### config.mk
export PLATFORM = sky130hd
export DESIGN_NAME = writeback_unscaler
export DESIGN_NICKNAME = d
export VERILOG_FILES = /design/src/snn_weight_pkg.sv /design/src/writeback_unscaler.sv
export SDC_FILE = /design/constraint.sdc
export NUM_CORES = 1
export LEC_CHECK = 0
export ABC_AREA = 1
export BUFFER_PORTS_ARGS = -buffer_cell sky130_fd_sc_hd__buf_2
export CELL_PAD_IN_SITES_DETAIL_PLACEMENT = 1
export CELL_PAD_IN_SITES_GLOBAL_PLACEMENT = 1
export CORE_ASPECT_RATIO = 0.8
export CORE_MARGIN = 2
export CORE_UTILIZATION = 24
export DETAILED_ROUTE_END_ITERATION = 7
export PLACE_DENSITY_LB_ADDON = 0.1
export SYNTH_ARGS = -nofsm -noshare
export SYNTH_HDL_FRONTEND = slang
export SYNTH_SLANG_ARGS = --single-unit
### constraint.sdc
create_clock -name vclk -period 2.45
set_clock_uncertainty 0.2 [all_clocks]
set_input_delay 0.3675 -clock vclk [all_inputs]
set_output_delay 0.3675 -clock vclk [all_outputs]
set_load 0.01 [all_outputs]
### src/snn_weight_pkg.sv
// shared widths and types for the synaptic weight path
// the scaling code picks the left shift applied to a recalled weight

`default_nettype none

package snn_weight_pkg;

	// stored and scaled weight widths
	localparam int WEIGHT_W = 12;
	localparam int DATA_W = 16;

	// top address bits pick one of the banks
	localparam int BANK_SEL_W = 2;
	localparam int NUM_BANKS = 1 << BANK_SEL_W;

	// per-axon scaling code
	typedef enum logic [1:0] {
		SCALE_X1 = 2'b00,
		SCALE_X2 = 2'b01,
		SCALE_X4 = 2'b10,
		SCALE_X16 = 2'b11
	} scale_e;

	typedef logic [WEIGHT_W-1:0] weight_t;
	typedef logic [DATA_W-1:0] sweight_t;

	// shift amount for a scaling code, used on recall and on write-back
	function automatic int unsigned scale_shift(scale_e code);
		case (code)
			SCALE_X2: return 1;
			SCALE_X4: return 2;
			SCALE_X16: return 4;
			default: return 0;
		endcase
	endfunction

endpackage

`default_nettype wire

### src/writeback_unscaler.sv
// write path into the weight banks
// config writes store the low bits as given, learning writes are scaled
// back by the code of the last popped FIFO entry

`default_nettype none
`timescale 1ns/1ps

module writeback_unscaler #(
	parameter int ADDR_W = 10
) (
	input  logic                                         wr_en_i,
	input  logic [ADDR_W-1:0]                            wr_addr_i,
	input  snn_weight_pkg::sweight_t                     wr_data_i,
	input  logic                                         cfg_mode_i,
	input  snn_weight_pkg::scale_e                       last_scale_i,
	output logic [snn_weight_pkg::NUM_BANKS-1:0]         bank_wr_en_o,
	output logic [ADDR_W-snn_weight_pkg::BANK_SEL_W-1:0] bank_wr_addr_o,
	output snn_weight_pkg::weight_t                      bank_wr_data_o
);
	import snn_weight_pkg::*;

	localparam int LOCAL_W = ADDR_W - BANK_SEL_W;

	logic [BANK_SEL_W-1:0] wr_sel;
	sweight_t unscaled;

	assign wr_sel = wr_addr_i[ADDR_W-1 -: BANK_SEL_W];
	assign bank_wr_addr_o = wr_addr_i[LOCAL_W-1:0];

	always_comb
	begin
		bank_wr_en_o = '0;
		bank_wr_en_o[wr_sel] = wr_en_i;
	end

	// x1 takes 11..0, x2 12..1, x4 13..2, x16 15..4
	assign unscaled = wr_data_i >> scale_shift(last_scale_i);

	assign bank_wr_data_o = cfg_mode_i ? wr_data_i[WEIGHT_W-1:0] : unscaled[WEIGHT_W-1:0];

	// write data must be known on every write
	always_comb
	begin
		if (wr_en_i)
		begin
			a_wr_data_known: assert final (!$isunknown(wr_data_i));
		end
	end

endmodule

`default_nettype wire

==> results by group <==
Status
  – Outcome: finished clean

Synthesis
  – Total of warnings raised by yosys: 0
  – Sequential fraction of the synthesis area: 0%
  – Syn_area_per_cell: approximately 4.6 µm²
  – Synthesized cell area: slightly above 600 µm²
  – Leading post-synthesis cells by cell area: nand2_1, nand3_1, inv_1
  – Number of distinct library cells after synthesis: 16
  – Number of instances in the synthesized netlist: approximately 130
  – Share of the synthesized area in the top cell type: between 20% and 30%
  – Top cell type by total area after synthesis: nand2_1
  – Post-synthesis net count: between 150 and 200

Pwr
  – Overall power of the completed layout: between 0.15 and 0.2 mW
  – Sequential Power Share: 0%
  – Net Sw Power: between 0.09 and 0.1 mW
  – Power density over the cells: roughly 200 mW/mm²
  – Cell Int Power: ~0.057 mW
  – Power share of the clock group: 0%
  – Maximum vdd ir drop: just under 0.05 mV
  – Leakage: about 0.47 nW
  – Power share of the combinational group: 100.0%
  – Switching fraction of total power: between 60% and 70%

Route
  – Routed WL: 2340 µm
  – First-pass iteration count of the detailed router: 4
  – Via count: 934
  – DRC marker count from the first detailed-route iteration: 22
  – Detail-routed via count per cell: 4.77
  – Average routed wire per standard cell: approximately 12 µm
  – Drc violations: 0
  – Count of antenna-violating nets left after detailed routing: 0

Timing
  – Max_slew headroom: between 70 and 80%
  – Actual transition at the worst max-transition pin: 0.375 ns
  – Final number of max-transition violations: 0
  – Unrepaired setup endpoints after global routing: no
  – Crit path time final: between 2 and 2.5 ns
  – Max Freq: roughly 470 MHz
  – Total of endpoints with negative setup slack in the final report: 0
  – Period utilization: 86.5%
  – Setup TNS: 0 ns
  – Number of failing hold endpoints at the final stage: 0

Floorplanning
  – Number of placement rows: 16
  – Area inside the core boundary: 0.00244 mm²
  – Die footprint: between 0.002 and 0.003 mm²
  – Initial cell density of the core: between 20% and 30%
  – Die outline width: between 60 and 70 µm
  – Number of top-level design ports: 54
  – Chip height: 49.3 µm

Worst hold path
  – Min-Delay Path Class: input pin to output port

Placed design
  – Final GP Congestion: 0.846
  – # port buffers: 38
  – DPL Wire Length: 1910 µm
  – Number of cells in the design after placement: between 150 and 200

Global routing
  – Via count of the first global-routing pass: around 860
  – Total global routing overflow: 0
  – Overall global routing resource usage: roughly 16%
  – Pin count of the biggest net entering global routing: 15
  – Antenna violations before repair: 0
  – Global-route wire length before repair: a little under 4000 µm

Setup path
  – Nature of the critical path endpoint: output port
  – Class of the most critical setup path: input pin to output port
  – Critical Path Start Type: input pin
  – Data arrival time at the worst-slack endpoint: 1.55 ns
  – Max Fanout on Critical Path: 14
  – Data required time at the worst endpoint: around 1.9 ns

Layout
  – Area of all sequential standard cells: 0 µm²
  – Final #Nets: 192
  – Filler cell count in the final layout: between 300 and 400
  – Final sequential cell count: 0
  – Layout cell share with drive strength beyond 1: around a quarter
  – Ant. Diodes: 0
  – Fin util: 31.6%
  – Area growth from synthesis to final layout: 25.5%
  – Number of clock-tree buffers in the layout: 0
  – Final cell count without fillers: about 200

Clock tree
  – Postcts setup bufs: 0
  – Post-CTS sizing: 0
  – Cts hold-fix bufs: 0

Run
  – Total of max-cap violations: 0
## synth_stat cells, drive strengths merged
| master | instances |
|---|---|
| o211ai | 6 |
| nor2 | 13 |
| nand3 | 19 |
| a22oi | 1 |
| o21ai | 8 |
| buf | 11 |
| a21oi | 6 |
| nand4 | 1 |
| inv | 20 |
| nor3 | 4 |
| clkbuf | 1 |
| nand2 | 44 |
## cell families after synthesis
| logic type | after synthesis | synth area share, % |
|---|---|---|
| buffers and inverters | 32 | 25.0 |
| and+or+nand+nor | 81 | 55.0 |
| AOI/OAI and AO/OA | 21 | 20.0 |
## per-layer routing
layer	vias to the layer above	GRT usage (%)	share of wire, %
met5	-	0	0
met3	2	0.796	5.3
met2	29	23.1	42
li1	480	-	-
met4	0	1.81	0.17
met1	423	25.7	53
## layout make-up
type | instances | area [µm²] | share of cell area, %
repair buffers | 38 | 190 | 24.7
well taps | 36 | 45.0 | 5.84
inverters | 20 | 75.1 | 9.74
multi-input cells | 102 | 460 | 59.7
## power by group through the flow
stage          logic, mW  registers, mW  clock network (mW)
6_report           0.151              0                   0
5_1_grt            0.170              0                   0
4_1_cts            0.151              0                   0
3_5_place_dp       0.151              0                   0
3_3_place_gp       0.149              0                   0
2_1_floorplan      0.102              0                   0
## cell usage in the layout (no fill, tap or decap)
| cell | n |
|---|---|
| o21ai_1 | 6 |
| a21oi_1 | 6 |
| nand3_1 | 19 |
| nand2_1 | 44 |
| o21ai_0 | 2 |
| nor2_1 | 12 |
| buf_2 | 38 |
| nand4_1 | 1 |
| nor3_1 | 4 |
| inv_1 | 17 |
| nor2_2 | 1 |
| inv_2 | 3 |
| o211ai_1 | 6 |
| a22oi_1 | 1 |
## per-stage QoR
stage | hold slack [ns] | setup slack (ns) | cell area [µm²]
after floorplan | 0.586 | 0.902 | 614
after global placement | 0.535 | 0.387 | 771
after detailed placement | 0.535 | 0.317 | 771
after CTS | 0.535 | 0.309 | 771
after global routing | 0.535 | 0.176 | 771
final | 0.535 | 0.331 | 771
## worst max-delay path: stages
cell      delay, ns
buf_2          0.24
nand2_1        0.30
inv_1          0.23
nand2_1        0.07
o211ai_1       0.09
nand2_1        0.07
nand2_1        0.06
buf_2          0.12
## worst paths after layout
check / slack (ns) / cells after the start / start / to
hold / removal: 0.54 / 0 / wr_addr_i[5] / bank_wr_addr_o[5]
setup / recovery: 0.33 / 8 / last_scale_i[0] / bank_wr_data_o[5]
No activity file was read; power rests on OpenSTA's default activity.
