File: src/snn_weight_pkg.sv
// shared widths and types for the synaptic weight path
// the scaling code picks the left shift applied to a recalled weight

`default_nettype none

package snn_weight_pkg;

	// stored and scaled weight widths
	localparam int WEIGHT_W = 12;
	localparam int DATA_W = 16;

	// top address bits pick one of the banks
	localparam int BANK_SEL_W = 2;
	localparam int NUM_BANKS = 1 << BANK_SEL_W;

	// per-axon scaling code
	typedef enum logic [1:0] {
		SCALE_X1 = 2'b00,
		SCALE_X2 = 2'b01,
		SCALE_X4 = 2'b10,
		SCALE_X16 = 2'b11
	} scale_e;

	typedef logic [WEIGHT_W-1:0] weight_t;
	typedef logic [DATA_W-1:0] sweight_t;

	// shift amount for a scaling code, used on recall and on write-back
	function automatic int unsigned scale_shift(scale_e code);
		case (code)
			SCALE_X2: return 1;
			SCALE_X4: return 2;
			SCALE_X16: return 4;
			default: return 0;
		endcase
	endfunction

endpackage

`default_nettype wire

File: src/recall_scaler.sv
// recall side of the weight path
// decodes the bank, picks the returning word one cycle later and applies
// the axon scaling, then pushes the result toward the weight FIFO

`default_nettype none
`timescale 1ns/1ps

module recall_scaler #(
	parameter int ADDR_W = 10
) (
	input  logic                                            clk_i,
	input  logic                                            rst_n_i,
	input  logic                                            recall_rd_en_i,
	input  logic [ADDR_W-1:0]                               recall_addr_i,
	input  snn_weight_pkg::scale_e                          recall_scale_i,
	output logic [snn_weight_pkg::NUM_BANKS-1:0]            bank_rd_en_o,
	output logic [ADDR_W-snn_weight_pkg::BANK_SEL_W-1:0]    bank_rd_addr_o,
	input  snn_weight_pkg::weight_t [snn_weight_pkg::NUM_BANKS-1:0] bank_rd_data_i,
	output snn_weight_pkg::sweight_t                        recall_data_o,
	output logic                                            push_en_o,
	output snn_weight_pkg::scale_e                          push_scale_o
);
	import snn_weight_pkg::*;

	localparam int LOCAL_W = ADDR_W - BANK_SEL_W;

	logic [BANK_SEL_W-1:0] rd_sel;
	logic [BANK_SEL_W-1:0] rd_sel_q;
	scale_e scale_q;
	weight_t sel_word;
	sweight_t ext_word;

	assign rd_sel = recall_addr_i[ADDR_W-1 -: BANK_SEL_W];
	assign bank_rd_addr_o = recall_addr_i[LOCAL_W-1:0];

	// only the addressed bank latches the read address
	always_comb
	begin
		bank_rd_en_o = '0;
		bank_rd_en_o[rd_sel] = recall_rd_en_i;
	end

	// bank select and scale follow the word through the bank read
	always_ff @(posedge clk_i or negedge rst_n_i)
	begin
		if (!rst_n_i)
		begin
			rd_sel_q <= '0;
			scale_q <= SCALE_X1;
			push_en_o <= 1'b0;
		end
		else
		begin
			push_en_o <= recall_rd_en_i;
			if (recall_rd_en_i)
			begin
				rd_sel_q <= rd_sel;
				scale_q <= recall_scale_i;
			end
		end
	end

	assign sel_word = bank_rd_data_i[rd_sel_q];

	// sign-extend to the port width, then shift by the axon code
	assign ext_word = {{(DATA_W-WEIGHT_W){sel_word[WEIGHT_W-1]}}, sel_word};
	assign recall_data_o = ext_word << scale_shift(scale_q);
	assign push_scale_o = scale_q;

	// the bank decode must never open two banks at once
	a_one_bank_rd: assert property (
		@(posedge clk_i) disable iff (!rst_n_i)
		$onehot0(bank_rd_en_o)
	);

endmodule

`default_nettype wire

File: config.mk
export PLATFORM = sky130hd
export DESIGN_NAME = recall_scaler
export DESIGN_NICKNAME = d
export VERILOG_FILES = /design/src/snn_weight_pkg.sv /design/src/recall_scaler.sv
export SDC_FILE = /design/constraint.sdc
export NUM_CORES = 1
export LEC_CHECK = 0
export BUFFER_PORTS_ARGS = -buffer_cell sky130_fd_sc_hd__buf_4
export CAP_MARGIN = 20
export CELL_PAD_IN_SITES_DETAIL_PLACEMENT = 1
export CELL_PAD_IN_SITES_GLOBAL_PLACEMENT = 1
export CORE_MARGIN = 10
export CORE_UTILIZATION = 21
export DETAILED_ROUTE_END_ITERATION = 10
export GPL_TIMING_DRIVEN = 0
export PLACE_DENSITY_LB_ADDON = 0.1
export SLEW_MARGIN = 20
export SYNTH_ARGS = -nofsm -noshare
export SYNTH_HDL_FRONTEND = slang
export SYNTH_SLANG_ARGS = --single-unit
File: constraint.sdc
create_clock -name clk_i -period 1.6 [get_ports clk_i]
set_input_delay 0.24 -clock clk_i [delete_from_list [all_inputs] [get_ports clk_i]]
set_output_delay 0.24 -clock clk_i [all_outputs]
set_load 0.005 [all_outputs]
==> results.toml <==
[setup_path]
path_delay_family = "multiplexers"
path_class = "flop to primary output"
regToRegSetupSlack_ns = 0.50
crit_chain = "buf_4 -> mux4_2 -> nor2b_1 -> a41o_1 -> buf_4"
cp_common_cell = "buf_4"
crit_arrival_ns = 1.82
cp_max_fo = 4
reg2reg_depth = 3
slowest_delay_ns = 0.56
critPathLaunchType = "flop"
worst-path-buf-inv = 2
reg2reg_to = "rd_sel_q[1]"
worstPathRequired_ns = 1.36
cp_slowest_cell = "mux4_2"
r2r_start = "rd_sel_q[1]"
end_kind = "primary output"

[synth]
ys_top_cells_by_area = "mux4_2, dfrtp_1, a22oi_1"
synthesis.area_um2 = 913
synth_top_area_cell = "mux4_2"
synth_cell_types = 25
ys_warn_count = 0
avgSynthCellArea_um2 = 9.13
ys_seq_area_share_pct = 13.7
ys_ff_latch = 5
synth_cells = 100
synth_fp_nets = 163
synthDominantCellAreaShare_pct = 19.7

[route]
num_vias = 1172
via_per_inst = 4.84
firstDrtPassIters = 4
drt-initial-drc-count = 16
ant_nets = 0
wl_per_cell_um = 17.8
drc = 0
finalWirelength_mm = 4.31

[global_route]
grt_max_degree = 11
grt-ovfl-total = 0
antenna_found_initial = 0
grt_pass1_vias = 1339
grt_use_total_pct = 11.2
grt_pass1_wl_mm = 6.75

[outcome]
violations = "negative setup slack"
outcome = "finished, violations left"

[power]
power.density_nw_per_um2 = 626
p_leak_nw = 0.853
vdd_drop_max_mv = 0.396

[clock_tree]
numClockSinks = 5
path_clk_slew_ns = 0.03
cts-root-buf = "clkbuf_8"
cts_tree = "yes"
worstSkewPairLatency_ns = 0.22
cts.htree.levels = 1
cts_buffer_depth = 2
cts-buffers-inserted = 3

[timing]
timing.final.crit_share_pct = 129
finClkSkew_ns = 0
tightest_slew_ns = 0.660
timing.final.ws_setup_ns = -0.459
maxSlewViolCount = 0
hold_ws_ns = 0.138
fin_crit_ns = 2.06
setup_violations = 16
fmax_mhz = 486
rsz0062_at_grt = "true"
hold_viol_final = 0
relSlewSlack_pct = 55.8

[layout]
final_net_count = 256
drive_gt1_share_pct = 67.2
area_delta_synth_final_pct = 91.0
n_antenna_cell = 0
final_common_cell = "buf_4"
fill_cells = 508
multiInputGateArea_um2 = 697
final_cells = 242
mostFrequentLayoutCells = "buf_4, nand2_1, mux4_2, a22oi_1, a22oi_2"
regArea_um2 = 126

[worst_hold_path]
min_from = "recall_rd_en_i"
holdPathEnd = "push_en_o"
whs_path_depth = 1
hold_path_class = "input pin to flop"

[placement]
hpwlAfterDp_mm = 3.84
dp.cells = 235
io_buffers = 85
globalplace.congestion = 0.679

[die]
start_util_pct = 22.2
die_area_um2 = 7390
die_w_um = 86.0
rows = 23
ios = 94
core_area_um2 = 4120
die_h_um = 86.0

[flow_run]
drv_cap = 0
[final cells by class]
cell class,instances,area share [%]
Tap cell,50,3.59
Multi-Input combinational cell,76,40.0
Sequential cell,5,7.25
Buffer,16,6.67
Clock buffer,4,2.58
Inverter,2,0.430
Timing Repair Buffer,89,39.5
[worst register-to-register path: stages, from the launching register on]
cell and delay [ns]:
dfrtp_1 0.34, buf_2 0.17, buf_4 0.20, mux2_2 0.27
[synthesized netlist by cell type]
| master | instances |
|---|---|
| mux2_2 | 5 |
| buf_6 | 1 |
| and2_1 | 2 |
| mux4_2 | 8 |
| nand2_1 | 20 |
| a22oi_1 | 14 |
| nor3b_1 | 1 |
| buf_1 | 1 |
| clkbuf_1 | 3 |
| nand2b_1 | 2 |
| o21ai_0 | 1 |
| and3_1 | 1 |
| and3b_1 | 1 |
| mux4_1 | 3 |
| nor2_1 | 4 |
| dfrtp_1 | 5 |
| nor2b_1 | 3 |
| a41o_1 | 1 |
| mux2i_1 | 4 |
| buf_2 | 4 |
| buf_4 | 8 |
| o211ai_1 | 4 |
| or2_2 | 1 |
| inv_1 | 2 |
| or3_1 | 1 |
[power by group]
part	internal (mW)	switching, mW	total [mW]
Sequential	0.139	0.00993	0.149
Combinational	0.420	0.294	0.714
Clock	0.171	0.0580	0.229
Total	0.730	0.362	1.09
[cells by family after synthesis]
kind of cell | after synthesis | synth area share [%]
multiplexers | 20 | 38.9
flip-flops | 5 | 13.7
AND/OR/NAND/NOR | 36 | 18.5
buffers and inverters | 19 | 12.5
AO/OA/AOI/OAI | 20 | 16.4
[registers in the layout (all words and copies together) (netlist names)]
signal	cells
push_scale_o	2
rd_sel_q	2
push_en_o	1
[how the worst max path moves through the flow]
stage	from	end	slack [ns]	cells after the start
floorplan	rd_sel_q[0]	recall_data_o[8]	-0.06	4
global placement	rd_sel_q[0]	recall_data_o[4]	-0.34	5
detailed placement	rd_sel_q[0]	recall_data_o[11]	-0.38	5
CTS	rd_sel_q[0]	recall_data_o[8]	-0.48	5
global route	push_scale_o[1]	recall_data_o[8]	-0.56	5
finish	rd_sel_q[0]	recall_data_o[12]	-0.46	5
[what timing repair did]
| action | 4_1_cts | 5_1_grt |
|---|---|---|
| pin swaps | 3 | 1 |
| endpoints found under the hold margin | 5 | 0 |
| buffers inserted | 1 | 2 |
| gates resized for setup | 11 | 9 |
| setup endpoints to repair | 16 | 16 |
| hold buffers | 1 | 0 |
[stage by stage]
step / utilization, % / setup TNS, ns / worst slack, ns / instance area (um2) / power [mW]
floorplan: - / -0.353 / -0.0585 / 913 / 0.471
global placement: 39.2 / -3.97 / -0.338 / 1610 / 0.803
detailed placement: 39.2 / -4.35 / -0.377 / 1610 / 0.815
CTS: 41.5 / -6.26 / -0.480 / 1710 / 1.09
global route: 42.4 / -7.66 / -0.561 / 1740 / 1.19
finish: 42.4 / -5.98 / -0.459 / 1740 / 1.09
[per-layer routing]
| metal | part of all wire (%) | track usage [%] |
|---|---|---|
| met5 | 0 | 0 |
| met4 | 0.49 | 2.40 |
| met3 | 10 | 5.77 |
| met2 | 51 | 19.5 |
| met1 | 38 | 11.5 |
Power figures use the tool's default switching activity.
