[src/snn_weight_pkg.sv]
// shared widths and types for the synaptic weight path
// the scaling code picks the left shift applied to a recalled weight

`default_nettype none

package snn_weight_pkg;

	// stored and scaled weight widths
	localparam int WEIGHT_W = 12;
	localparam int DATA_W = 16;

	// top address bits pick one of the banks
	localparam int BANK_SEL_W = 2;
	localparam int NUM_BANKS = 1 << BANK_SEL_W;

	// per-axon scaling code
	typedef enum logic [1:0] {
		SCALE_X1 = 2'b00,
		SCALE_X2 = 2'b01,
		SCALE_X4 = 2'b10,
		SCALE_X16 = 2'b11
	} scale_e;

	typedef logic [WEIGHT_W-1:0] weight_t;
	typedef logic [DATA_W-1:0] sweight_t;

	// shift amount for a scaling code, used on recall and on write-back
	function automatic int unsigned scale_shift(scale_e code);
		case (code)
			SCALE_X2: return 1;
			SCALE_X4: return 2;
			SCALE_X16: return 4;
			default: return 0;
		endcase
	endfunction

endpackage

`default_nettype wire

[src/weight_fifo.sv]
// show-ahead FIFO holding scaled weights and their scaling codes
// head entry is always visible; each accepted pop also latches the head's
// scaling code for the learning write-back

`default_nettype none
`timescale 1ns/1ps

module weight_fifo #(
	parameter int FIFO_AW = 4
) (
	input  logic                     clk_i,
	input  logic                     rst_n_i,
	input  logic                     clear_i,
	input  logic                     push_en_i,
	input  snn_weight_pkg::sweight_t push_data_i,
	input  snn_weight_pkg::scale_e   push_scale_i,
	input  logic                     pop_i,
	output snn_weight_pkg::sweight_t head_data_o,
	output snn_weight_pkg::scale_e   head_scale_o,
	output snn_weight_pkg::scale_e   last_scale_o,
	output logic                     empty_o,
	output logic                     full_o
);
	import snn_weight_pkg::*;

	localparam int DEPTH = 1 << FIFO_AW;

	sweight_t data_mem [DEPTH];
	scale_e scale_mem [DEPTH];
	logic [FIFO_AW-1:0] wr_ptr;
	logic [FIFO_AW-1:0] rd_ptr;
	logic [FIFO_AW:0] count;
	logic push_ok;
	logic pop_ok;

	assign empty_o = (count == '0);
	assign full_o = (count == (FIFO_AW+1)'(DEPTH));

	// a push into a full FIFO is lost, a pop from an empty one is ignored
	assign push_ok = push_en_i && !full_o;
	assign pop_ok = pop_i && !empty_o;

	always_ff @(posedge clk_i)
	begin
		if (push_ok)
		begin
			data_mem[wr_ptr] <= push_data_i;
			scale_mem[wr_ptr] <= push_scale_i;
		end
	end

	always_ff @(posedge clk_i or negedge rst_n_i)
	begin
		if (!rst_n_i)
		begin
			wr_ptr <= '0;
			rd_ptr <= '0;
			count <= '0;
			last_scale_o <= SCALE_X1;
		end
		else if (clear_i)
		begin
			// flush on start, last_scale keeps its value
			wr_ptr <= '0;
			rd_ptr <= '0;
			count <= '0;
		end
		else
		begin
			if (push_ok)
			begin
				wr_ptr <= wr_ptr + 1'b1;
			end
			if (pop_ok)
			begin
				rd_ptr <= rd_ptr + 1'b1;
				last_scale_o <= scale_mem[rd_ptr];
			end
			case ({push_ok, pop_ok})
				2'b10: count <= count + 1'b1;
				2'b01: count <= count - 1'b1;
				default: count <= count;
			endcase
		end
	end

	assign head_data_o = data_mem[rd_ptr];
	assign head_scale_o = scale_mem[rd_ptr];

	// recall side has no back-pressure, so it must stop before the FIFO fills
	a_no_push_full: assert property (
		@(posedge clk_i) disable iff (!rst_n_i)
		!(push_en_i && full_o)
	);

endmodule

`default_nettype wire

[config.mk]
export PLATFORM = sky130hd
export DESIGN_NAME = weight_fifo
export DESIGN_NICKNAME = d
export VERILOG_FILES = /design/src/snn_weight_pkg.sv /design/src/weight_fifo.sv
export SDC_FILE = /design/constraint.sdc
export NUM_CORES = 1
export LEC_CHECK = 0
export CAP_MARGIN = 0
export CORE_UTILIZATION = 53
export CTS_CLUSTER_DIAMETER = 80
export DETAILED_ROUTE_END_ITERATION = 6
export DONT_BUFFER_PORTS = 1
export GPL_TIMING_DRIVEN = 0
export PLACE_DENSITY = 0.68
export SYNTH_ARGS = -nofsm -noshare
export SYNTH_HDL_FRONTEND = slang
export SYNTH_SLANG_ARGS = --single-unit
[constraint.sdc]
create_clock -name clk_i -period 5.7 [get_ports clk_i]
set_input_delay 0.285 -clock clk_i [delete_from_list [all_inputs] [get_ports clk_i]]
set_output_delay 0.285 -clock clk_i [all_outputs]
set_load 0.02 [all_outputs]
==> run metrics, run 1 <==
final setup TNS 0 ns; largest net degree at the start of global routing 17; worst slew pin tran 1.05 ns; failing checks design-rule violations; Clock transition at path regs 0.07 ns; Mean Syn Cell Area 18.6 um^2; internal power 4.14 mW; clk sinks 303; Top FF cell, synth edfxtp_1; hold_sp push_en_i; top post-synthesis cells by area edfxtp_1, mux4_2, mux2i_1, dfrtp_1, mux2_2; via count 6199; P&R area growth vs syn 15.6%; Worst Setup SP rd_ptr[1]; CTS H-tree lvls 1; asr flop ratio synth 0.0495; Final period util 0.638; final setup fails 0; RSZ-0062 raised after global routing false; #FFs+latches synth 303; critical path type reg -> out; CTS tree done; DR vias/cell ~6.1; Worst Skew around 0.013 ns; post-synth top area share 0.721; slew margin rel. 0.303; postcts setup bufs 0; Worst R2R Start count[1]; pwr/cell area 406 nW/um^2; total track usage 0.230; first-pass GRT wire length 39.2 mm; worst vdd ir 315 uV; initial drt markers 645; DRC 1; CP Capture Type primary output; sw frac 0.264; top-count cell post-synth edfxtp_1; share of cells above drive strength 1 0.211; outcome finished, violations left; vias in the first global route 6360; Clk pwr share 0.348; RD Place Congestion 0.793; CTS Root Cell clkbuf_16; number of hold buffers added after CTS 20; post-layout min period 3.64 ns; grt total ovfl 0; combinational share of power 0.194; Synthesized Nets slightly below 700; commonest cells in the netlist edfxtp_1, mux2i_1, mux4_2; critical path arrival roughly 3.4 ns; Hold Crit Class in -> reg; # diodes 0; fmax 275 MHz; post-synth top area cell edfxtp_1; sequential area share after synthesis 0.753; fin. max-slew vios 0; die width ~150 um; chip height 152 um; Placeable Area about 22000 um^2; Starting Density 0.544; Port-buffer cells 0; CP Data Required Time 5.41 ns; CP Launch Type flop; DR WL/cell 25.8 um; max-cap violation count 0; post-synthesis cell area around 12000 um^2; final hold violations 0; fin nets 744; register share of total power 0.459; number of synthesized flops with an enable pin 288; clock latency at the later pin of the worst-skew pair between 0.5 and 0.6 ns; Mapped Cells 643; full die area 23200 um^2; CTS Buf Count 29; DRT Wirelength 26.1 mm; final core occ 0.630; P_sw 1.48 mW; YS warnings 0; P_leak 4.48 nW; Distinct cells, synth 39; Rows 54; crit path max fanout 10; initial antenna violation count 0; DR pass1 iterations 7; worst-case clock buffer depth 3; I/O pin cnt 45; post_cts resized 0; post-DP HPWL 17.1 mm; Routed Antenna Nets 0
layout by cell type (no fill, tap or decap), types with 2 or more instances in the layout:
| cell | count |
|---|---|
| inv_6 | 2 |
| clkbuf_16 | 29 |
| buf_16 | 4 |
| nor3b_1 | 2 |
| a21oi_1 | 20 |
| buf_8 | 8 |
| a22oi_1 | 16 |
| ha_1 | 7 |
| mux4_2 | 42 |
| buf_6 | 8 |
| nand3_1 | 3 |
| mux2i_1 | 51 |
| bufinv_16 | 5 |
| buf_4 | 5 |
| inv_1 | 4 |
| dlygate4sd3_1 | 20 |
| nor3_2 | 4 |
| nor2_2 | 12 |
| o211a_1 | 2 |
| dfrtp_1 | 15 |
| nand2b_1 | 3 |
| a221oi_1 | 16 |
| clkbuf_1 | 22 |
| edfxtp_1 | 288 |
| nand2_1 | 28 |
| mux2_2 | 18 |
| clkinvlp_4 | 3 |
| o21ai_0 | 37 |
| xnor2_1 | 3 |
| xor2_1 | 7 |
| clkinv_2 | 4 |
| buf_2 | 9 |
| nor2_1 | 17 |
| buf_1 | 4 |
routing by layer:
| layer | part of all wire | track usage |
|---|---|---|
| met1 | 0.42 | 0.309 |
| met2 | 0.49 | 0.382 |
| met4 | 0.031 | 0.0827 |
| met5 | 0 | 0 |
| met3 | 0.054 | 0.0415 |
metrics by stage:
| step | hold WS, ns | instance area (um^2) | std cells | total power [mW] | worst slack, ns |
|---|---|---|---|---|---|
| 5_1_grt | 0.0485 | 13900 | 1013 | 5.82 | 1.88 |
| 3_5_place_dp | -0.0103 | 12700 | 943 | 3.69 | 2.64 |
| 4_1_cts | 0.0308 | 13900 | 1013 | 5.67 | 2.05 |
| 2_1_floorplan | -0.0106 | 12000 | 643 | 3.43 | 2.98 |
| 3_3_place_gp | -0.0103 | 12300 | 923 | 3.64 | 1.19 |
| 6_report | 0.0472 | 13900 | 1013 | 5.63 | 2.06 |
flip-flops by register name, summed over array words and instances (netlist names):
| name | cells |
|---|---|
| rd_ptr | 4 |
| wr_ptr | 4 |
| count | 5 |
| scale_mem | 32 |
| last_scale_o | 2 |
| data_mem | 256 |
cell families after synthesis:
logic type,count (synthesis),synth area share
AOI/OAI and AO/OA,99,0.0522
xor gates and xnor gates,10,0.00730
adders and majority gates,7,0.00730
buffers and inverters,38,0.0150
DFF,303,0.753
muxes,111,0.138
and+or+nand+nor,75,0.0273
layout make-up:
class	count	area, um^2
Sequential cell	303	9020
Fill cell	1543	8160
Multi-Input combinational cell	302	2840
Clock buffer	35	748
Timing Repair Buffer	40	513
Tap cell	280	350
Clock inverter	15	214
Buffer	34	165
Inverter	4	15.0
path summary, 6_finish.rpt:
check	end	slack, ns	cells after the start
setup / recovery	head_data_o[10]	2.06	6
hold / removal	count[2]	0.05	3
setup reg to reg	count[4]	2.75	11
hold reg to reg	count[3]	0.63	2
max in group asynchronous	count[1]	5.01	1
min in group asynchronous	last_scale_o[0]	0.23	1
worst max-delay path, stage by stage, from the launching register on:
cell,delay (ns)
dfrtp_1,0.35
clkbuf_1,0.40
buf_2,0.38
buf_1,0.82
mux4_2,0.43
a22oi_1,0.21
nand2_1,0.22
power groups by stage:
stage	clock, mW	sequential [mW]	combinational [mW]
after detailed placement	0	2.63	1.06
after floorplan	0	2.62	0.814
after global placement	0	2.63	1.01
after CTS	1.99	2.58	1.10
after global routing	2.06	2.59	1.17
final	1.96	2.58	1.09
Power figures use the tool's default switching activity.
==> run 2: changes to the inputs <==
Settings changed: ABC_AREA set to 1.
Clock period 5.7 ns to 3.6 ns, I/O delays scaled along.
==> run 2 against run 1 <==
The flow now finishes without violations. Count of clock-buffer cells in the layout is 2 lower. Utilization is 0.84 points higher. Largest power group unchanged. First-iteration DRC count is 44% higher. Via count is 30% higher. Flip-flop and latch count stayed put. Largest cell class unchanged.
==> run metrics, run 2 <==
outcome complete, no violations (was finished, violations left); slew margin rel. 0.354 (was 0.303); commonest cells in the netlist edfxtp_1, nand2_1, nor2_1 (was edfxtp_1, mux2i_1, mux4_2); P_leak 4.89 nW (was 4.48 nW); CP delay by family, top buffers and inverters (unchanged); critical path arrival 2.73 ns (was 3.35 ns); CP Data Required Time 3.42 ns (was 5.41 ns); Worst Skew 0.0167 ns (was 0.0128 ns); Distinct cells, synth 37 (was 39); Mean Syn Cell Area 13.2 um^2 (was 18.6 um^2); critical path type reg -> out (unchanged); critical path, cell by cell inv_1 -> clkbuf_2 -> clkbuf_1 -> o21ai_0 -> o22ai_1 -> o21ai_0 -> nand2_1 (was clkbuf_1 -> buf_2 -> buf_1 -> mux4_2 -> a22oi_1 -> nand2_1); post-synth top area cell edfxtp_1 (unchanged); fmax around 340 MHz; die width 153 um (was 152 um); post-synthesis cell area 12100 um^2 (was 12000 um^2); crit path buf inv count 3 (unchanged); most flop-heavy register data_mem (unchanged); commonest non-fill, non-tap cell in the layout edfxtp_1 (unchanged); slowest CP cell clkbuf_1 (was buf_1); CTS Root Cell clkbuf_16 (unchanged); Routed Antenna Nets 0 (unchanged); largest net degree at the start of global routing 19 (was 17); Final period util 0.809; Clock transition at path regs 0.07 ns (about the same); pwr/cell area 670 nW/um^2 (was 406 nW/um^2); Crit path largest cell delay 0.48 ns (was 0.82 ns); Port-buffer cells 0 (unchanged); Top FF cell, synth edfxtp_1 (unchanged); post-layout min period 2.91 ns; final hold violations 0 (unchanged); P&R area growth vs syn 16.3% (was 15.6%); final setup fails 0 (unchanged); Placeable Area 22100 um^2 (was 22000 um^2); final setup TNS 0 ns (unchanged); clk sinks 303 (unchanged); final core occ 0.638 (was 0.630); chip height 153 um (was 152 um); vias in the first global route 7808 (was 6360); worst-case clock buffer depth 3 (unchanged); postcts setup bufs 0 (unchanged); initial antenna violation count 0 (unchanged); clock latency at the later pin of the worst-skew pair 0.56 ns (was 0.55 ns); worst vdd ir 421 uV (was 315 uV); reg2reg path depth 7 (was 11); DRT Wirelength 33.3 mm (was 26.1 mm); DR vias/cell 6.24 (was 6.12); DR pass1 iterations 5 (was 7); RSZ-0062 raised after global routing false (unchanged); # diodes 0 (unchanged); max-cap violation count 0 (unchanged); asr flop ratio synth 0.0495 (unchanged); CTS Buf Count 30 (was 29); DRC 0 (was 1); worst slew pin tran 0.970 ns (was 1.05 ns); RD Place Congestion 0.821 (was 0.793); YS warnings 0 (unchanged); initial drt markers 928 (was 645); post-synth top area share 0.713 (was 0.721); Worst R2R Start count[0] (was count[1]); CP Capture Type primary output (unchanged); Starting Density 0.549 (was 0.544); via count 8070 (was 6199); full die area 23500 um^2 (was 23200 um^2); Most common cell on crit path o21ai_0; Largest register FFs 256 (unchanged); post-DP HPWL 21.4 mm (was 17.1 mm); total track usage 0.290 (was 0.230); CTS H-tree lvls 1 (unchanged); #FFs+latches synth 303 (unchanged); Reg area 9020 um^2 (unchanged); fin. max-slew vios 0 (unchanged); I/O pin cnt 45 (unchanged); DR WL/cell 25.7 um (was 25.8 um); Rows 54 (unchanged); fin nets 1020 (was 744); Largest regs data_mem x256, scale_mem x32, count x5 (unchanged); top post-synthesis cells by area edfxtp_1, nand2_1, o21ai_0, dfrtp_1, nor2_1 (was edfxtp_1, mux4_2, mux2i_1, dfrtp_1, mux2_2); Tot Pwr 9.44 mW (was 5.63 mW); Multi-input gate area 2740 um^2 (was 2840 um^2); most frequent cells in the layout edfxtp_1, nand2_1, o21ai_0, nor2_1, a21oi_1 (was edfxtp_1, mux2i_1, mux4_2, o21ai_0, clkbuf_16); sequential area share after synthesis 0.744 (was 0.753); number of synthesized flops with an enable pin 288 (unchanged); grt total ovfl 0 (unchanged); CP Launch Type flop (unchanged); Mapped Cells 920 (was 643); Synthesized Nets 950 (was 673); Hold Crit Class in -> async (was in -> reg); top-count cell post-synth edfxtp_1 (unchanged); filler instances 1565 (was 1543); first-pass GRT wire length 49.4 mm (was 39.2 mm); R2R Path End data_mem[14][10] (was count[4]); crit path max fanout 10 (unchanged); CTS tree done (unchanged); share of cells above drive strength 1 0.135 (was 0.211); R2R setup slack 1.15 ns (was 2.75 ns)
## run 2: layout make-up
cell class | instances | share of cell area
sequential | 303 | 0.640
multi-input combinational | 535 | 0.194
clock buffer | 33 | 0.0556
timing repair buffer | 38 | 0.0394
tap | 280 | 0.0249
buffer | 53 | 0.0208
clock inverter | 23 | 0.0170
inverter | 29 | 0.00790
## run 2: stage by stage
step                      setup WS, ns  instances  area, um^2  hold WS (ns)
after floorplan                   1.45        920       12100        -0.116
after global placement           0.234       1200       12500        -0.115
after detailed placement          1.20       1215       12800        -0.115
after CTS                        0.682       1294       14100         0.145
after global routing             0.564       1294       14100         0.191
final                            0.686       1294       14100         0.132
## run 2: cell families (layout without fill, tap and decap cells)
family	after synthesis	in the layout	synth area share
AOI/OAI and AO/OA	210	210	0.101
buffers and inverters	82	176	0.0333
adders and majority gates	7	7	0.00723
DFF	303	303	0.744
and+or+nand+nor	316	316	0.112
xor gates and xnor gates	2	2	0.00145
## run 2: worst max path at each step
stage	to	startpoint	depth (start not counted)
floorplan	data_mem[11][0]	count[0]	6
global placement	data_mem[3][12]	count[0]	6
detailed placement	scale_mem[7][0]	count[0]	7
CTS	head_data_o[8]	rd_ptr[1]	7
global route	head_data_o[8]	rd_ptr[1]	7
finish	head_data_o[8]	rd_ptr[1]	7
## run 2: where the power goes
group / switching, mW / internal (mW) / total [mW]
sequential: 0.0810 / 3.98 / 4.06
clock: 1.33 / 1.92 / 3.25
combinational: 1.58 / 0.550 / 2.13
## run 2: metal layers
metal | share of wire | routed length (um) | global-route usage | vias up
met5 | 0 | 0 | 0 | -
met4 | 0.040 | 1350 | 0.110 | 0
met3 | 0.11 | 3670 | 0.0618 | 97
met2 | 0.46 | 15400 | 0.457 | 531
met1 | 0.39 | 12900 | 0.400 | 3892
li1 | - | - | - | 3550
## run 2: what timing repair did
item,CTS,global route
endpoints found under the hold margin,310,0
endpoints found under the setup margin,0,0
gates resized for setup,0,0
hold buffers,23,0
==> run 3: changes to the inputs <==
Settings changed: PLACE_DENSITY 0.68 to 0.71.
Clock period 3.6 ns to 2.4 ns, I/O delays scaled along.
==> run 3 against run 2 <==
Clock power is 46% higher. Critical path depth stayed put. Sequential power is 50% higher. Highest routed layer unchanged. Die area stayed put. Critical path type is now reg -> reg. Worst setup slack worse by 0.67 ns. Total power is 55% higher. Final cell count is 0.62% higher. Utilization is 2.3 points higher. Count of clock-buffer cells in the layout is 5 higher. Design area is 3.6% higher. Flip-flop and latch count stayed put.
==> run metrics, run 3 (synthesis results as in run 2) <==
most flop-heavy register data_mem (unchanged); fin. max-slew vios 0 (unchanged); R2R setup slack 0.01 ns (was 1.15 ns); DRT Wirelength 33.5 mm (was 33.3 mm); DR vias/cell 6.24 (about the same); reg2reg path depth 7 (unchanged); Crit path largest cell delay 0.63 ns (was 0.48 ns); initial antenna violation count 0 (unchanged); CTS Root Cell clkbuf_16 (unchanged); CP Capture Type flop (was primary output); Routed Antenna Nets 0 (unchanged); post-layout min period 2.39 ns; Rows 54 (unchanged); vias in the first global route 8091 (was 7808); pwr/cell area 1000 nW/um^2 (was 670 nW/um^2); Worst Skew 0.0170 ns (was 0.0167 ns); worst-case clock buffer depth 3 (unchanged); via count 8120 (was 8070); crit path max fanout 10 (unchanged); max-cap violation count 0 (unchanged); grt total ovfl 0 (unchanged); crit path buf inv count 2 (was 3); I/O pin cnt 45 (unchanged); slew margin rel. 0.375 (was 0.354); Tot Pwr 14.6 mW (was 9.44 mW); Hold Crit Class in -> async (unchanged); # diodes 0 (unchanged); CP Launch Type flop (unchanged); clock latency at the later pin of the worst-skew pair 0.56 ns (about the same); commonest non-fill, non-tap cell in the layout edfxtp_1 (unchanged); P&R area growth vs syn 20.4% (was 16.3%); slowest CP cell nor2_2 (was clkbuf_1); Port-buffer cells 0 (unchanged); most frequent cells in the layout edfxtp_1, nand2_1, nor2_1, o21ai_0, a21oi_1 (was edfxtp_1, nand2_1, o21ai_0, nor2_1, a21oi_1); critical path arrival 2.65 ns (was 2.73 ns); total track usage 0.290 (about the same); DRC 0 (unchanged); Post-DP Area 12800 um^2 (about the same); chip height 153 um (unchanged); die width 153 um (unchanged); Final period util 0.995; worst slew pin tran 0.937 ns (was 0.970 ns); worst vdd ir 729 uV (was 421 uV); share of cells above drive strength 1 0.189 (was 0.135); critical path type reg -> reg (was reg -> out); R2R Path End data_mem[6][3] (was data_mem[14][10]); final setup TNS 0 ns (unchanged); P_leak 5.11 nW (was 4.89 nW); clk sinks 303 (unchanged); CTS H-tree lvls 1 (unchanged); fin nets 1028 (was 1020); outcome complete, no violations (unchanged); DR WL/cell 25.7 um (about the same); Placeable Area 22100 um^2 (unchanged); fmax between 400 and 500 MHz; Worst R2R Start count[0] (unchanged); Starting Density 0.549 (unchanged); CTS tree done (unchanged); CP Data Required Time 2.66 ns (was 3.42 ns); final hold violations 0 (unchanged); DR pass1 iterations 5 (unchanged); post-DP HPWL 21.0 mm (was 21.4 mm); CTS Buf Count 30 (unchanged); full die area 23500 um^2 (unchanged); Largest regs data_mem x256, scale_mem x32, count x5 (unchanged); largest net degree at the start of global routing 17 (was 19); final core occ 0.661 (was 0.638); first-pass GRT wire length 49.6 mm (was 49.4 mm); post-route design area 14600 um^2 (was 14100 um^2); pre-CTS setup slack 0.0282 ns (was 1.20 ns); Clock transition at path regs 0.06 ns (was 0.07 ns); final setup fails 0 (unchanged); RD Place Congestion 0.822 (was 0.821); CP delay by family, top simple AND/OR/NAND/NOR gates (was buffers and inverters); Most common cell on crit path nor2_2 (was o21ai_0); initial drt markers 1115 (was 928); Largest register FFs 256 (unchanged); RSZ-0062 raised after global routing true (was false); Setup WS post-layout 0.0110 ns (was 0.686 ns); critical path, cell by cell nor2_2 -> nand3_1 -> nand2_4 -> inv_1 -> nand2_1 -> nor2_2 -> buf_8 (was inv_1 -> clkbuf_2 -> clkbuf_1 -> o21ai_0 -> o22ai_1 -> o21ai_0 -> nand2_1); filler instances 1471 (was 1565)
==> run 3: what timing repair did <==
action                                  4_1_cts  5_1_grt
endpoints found under the hold margin       316        0
pin swaps                                     9       19
hold buffers                                 23        0
endpoints found under the setup margin       16      125
gates resized for setup                      69       94
cloned                                        1        1
buffers inserted                              1        4
==> run 3: how the worst max path moves through the flow <==
stage / startpoint / endpoint / slack [ns] / cells after the start
3_3_place_gp: count[0] / data_mem[3][12] / -0.89 / 6
4_1_cts: rd_ptr[1] / head_data_o[1] / -0.006 / 6
5_1_grt: count[0] / data_mem[10][10] / -0.14 / 7
3_5_place_dp: count[0] / data_mem[11][9] / 0.03 / 7
6_report: count[0] / data_mem[6][3] / 0.01 / 7
2_1_floorplan: count[0] / data_mem[11][0] / 0.25 / 6
==> run 3: layout make-up <==
class	instances	area [um^2]	area share
clock buffers	38	781	0.0535
plain buffers	53	541	0.0370
inverters	29	121	0.00831
flip-flops and latches	303	9030	0.618
clock inverters	18	221	0.0152
well taps	280	350	0.0240
repair buffers	46	611	0.0418
multi-input cells	535	2950	0.202
==> run 3: worst reg2reg max path, cell delays in order (launching register included) <==
cell and delay (ns):
dfrtp_1 0.44, nor2_2 0.08, nand3_1 0.15, nand2_4 0.12, inv_1 0.17, nand2_1 0.22, nor2_2 0.63, buf_8 0.26
==> run 3: per-layer routing <==
metal	track usage	part of all wire
met3	0.0615	0.12
met4	0.129	0.045
met1	0.399	0.38
met2	0.447	0.45
met5	0	0
==> run 3: report_power, final <==
group          internal [mW]  switching (mW)  total, mW
sequential              5.97           0.120       6.09
clock                   2.83            1.93       4.76
combinational           1.23            2.54       3.76
==> run 3: per-stage QoR <==
step,hold slack [ns],instances
2_1_floorplan,-0.176,920
3_3_place_gp,-0.175,1200
3_5_place_dp,-0.175,1216
4_1_cts,0.0901,1297
5_1_grt,0.121,1302
6_report,0.0610,1302
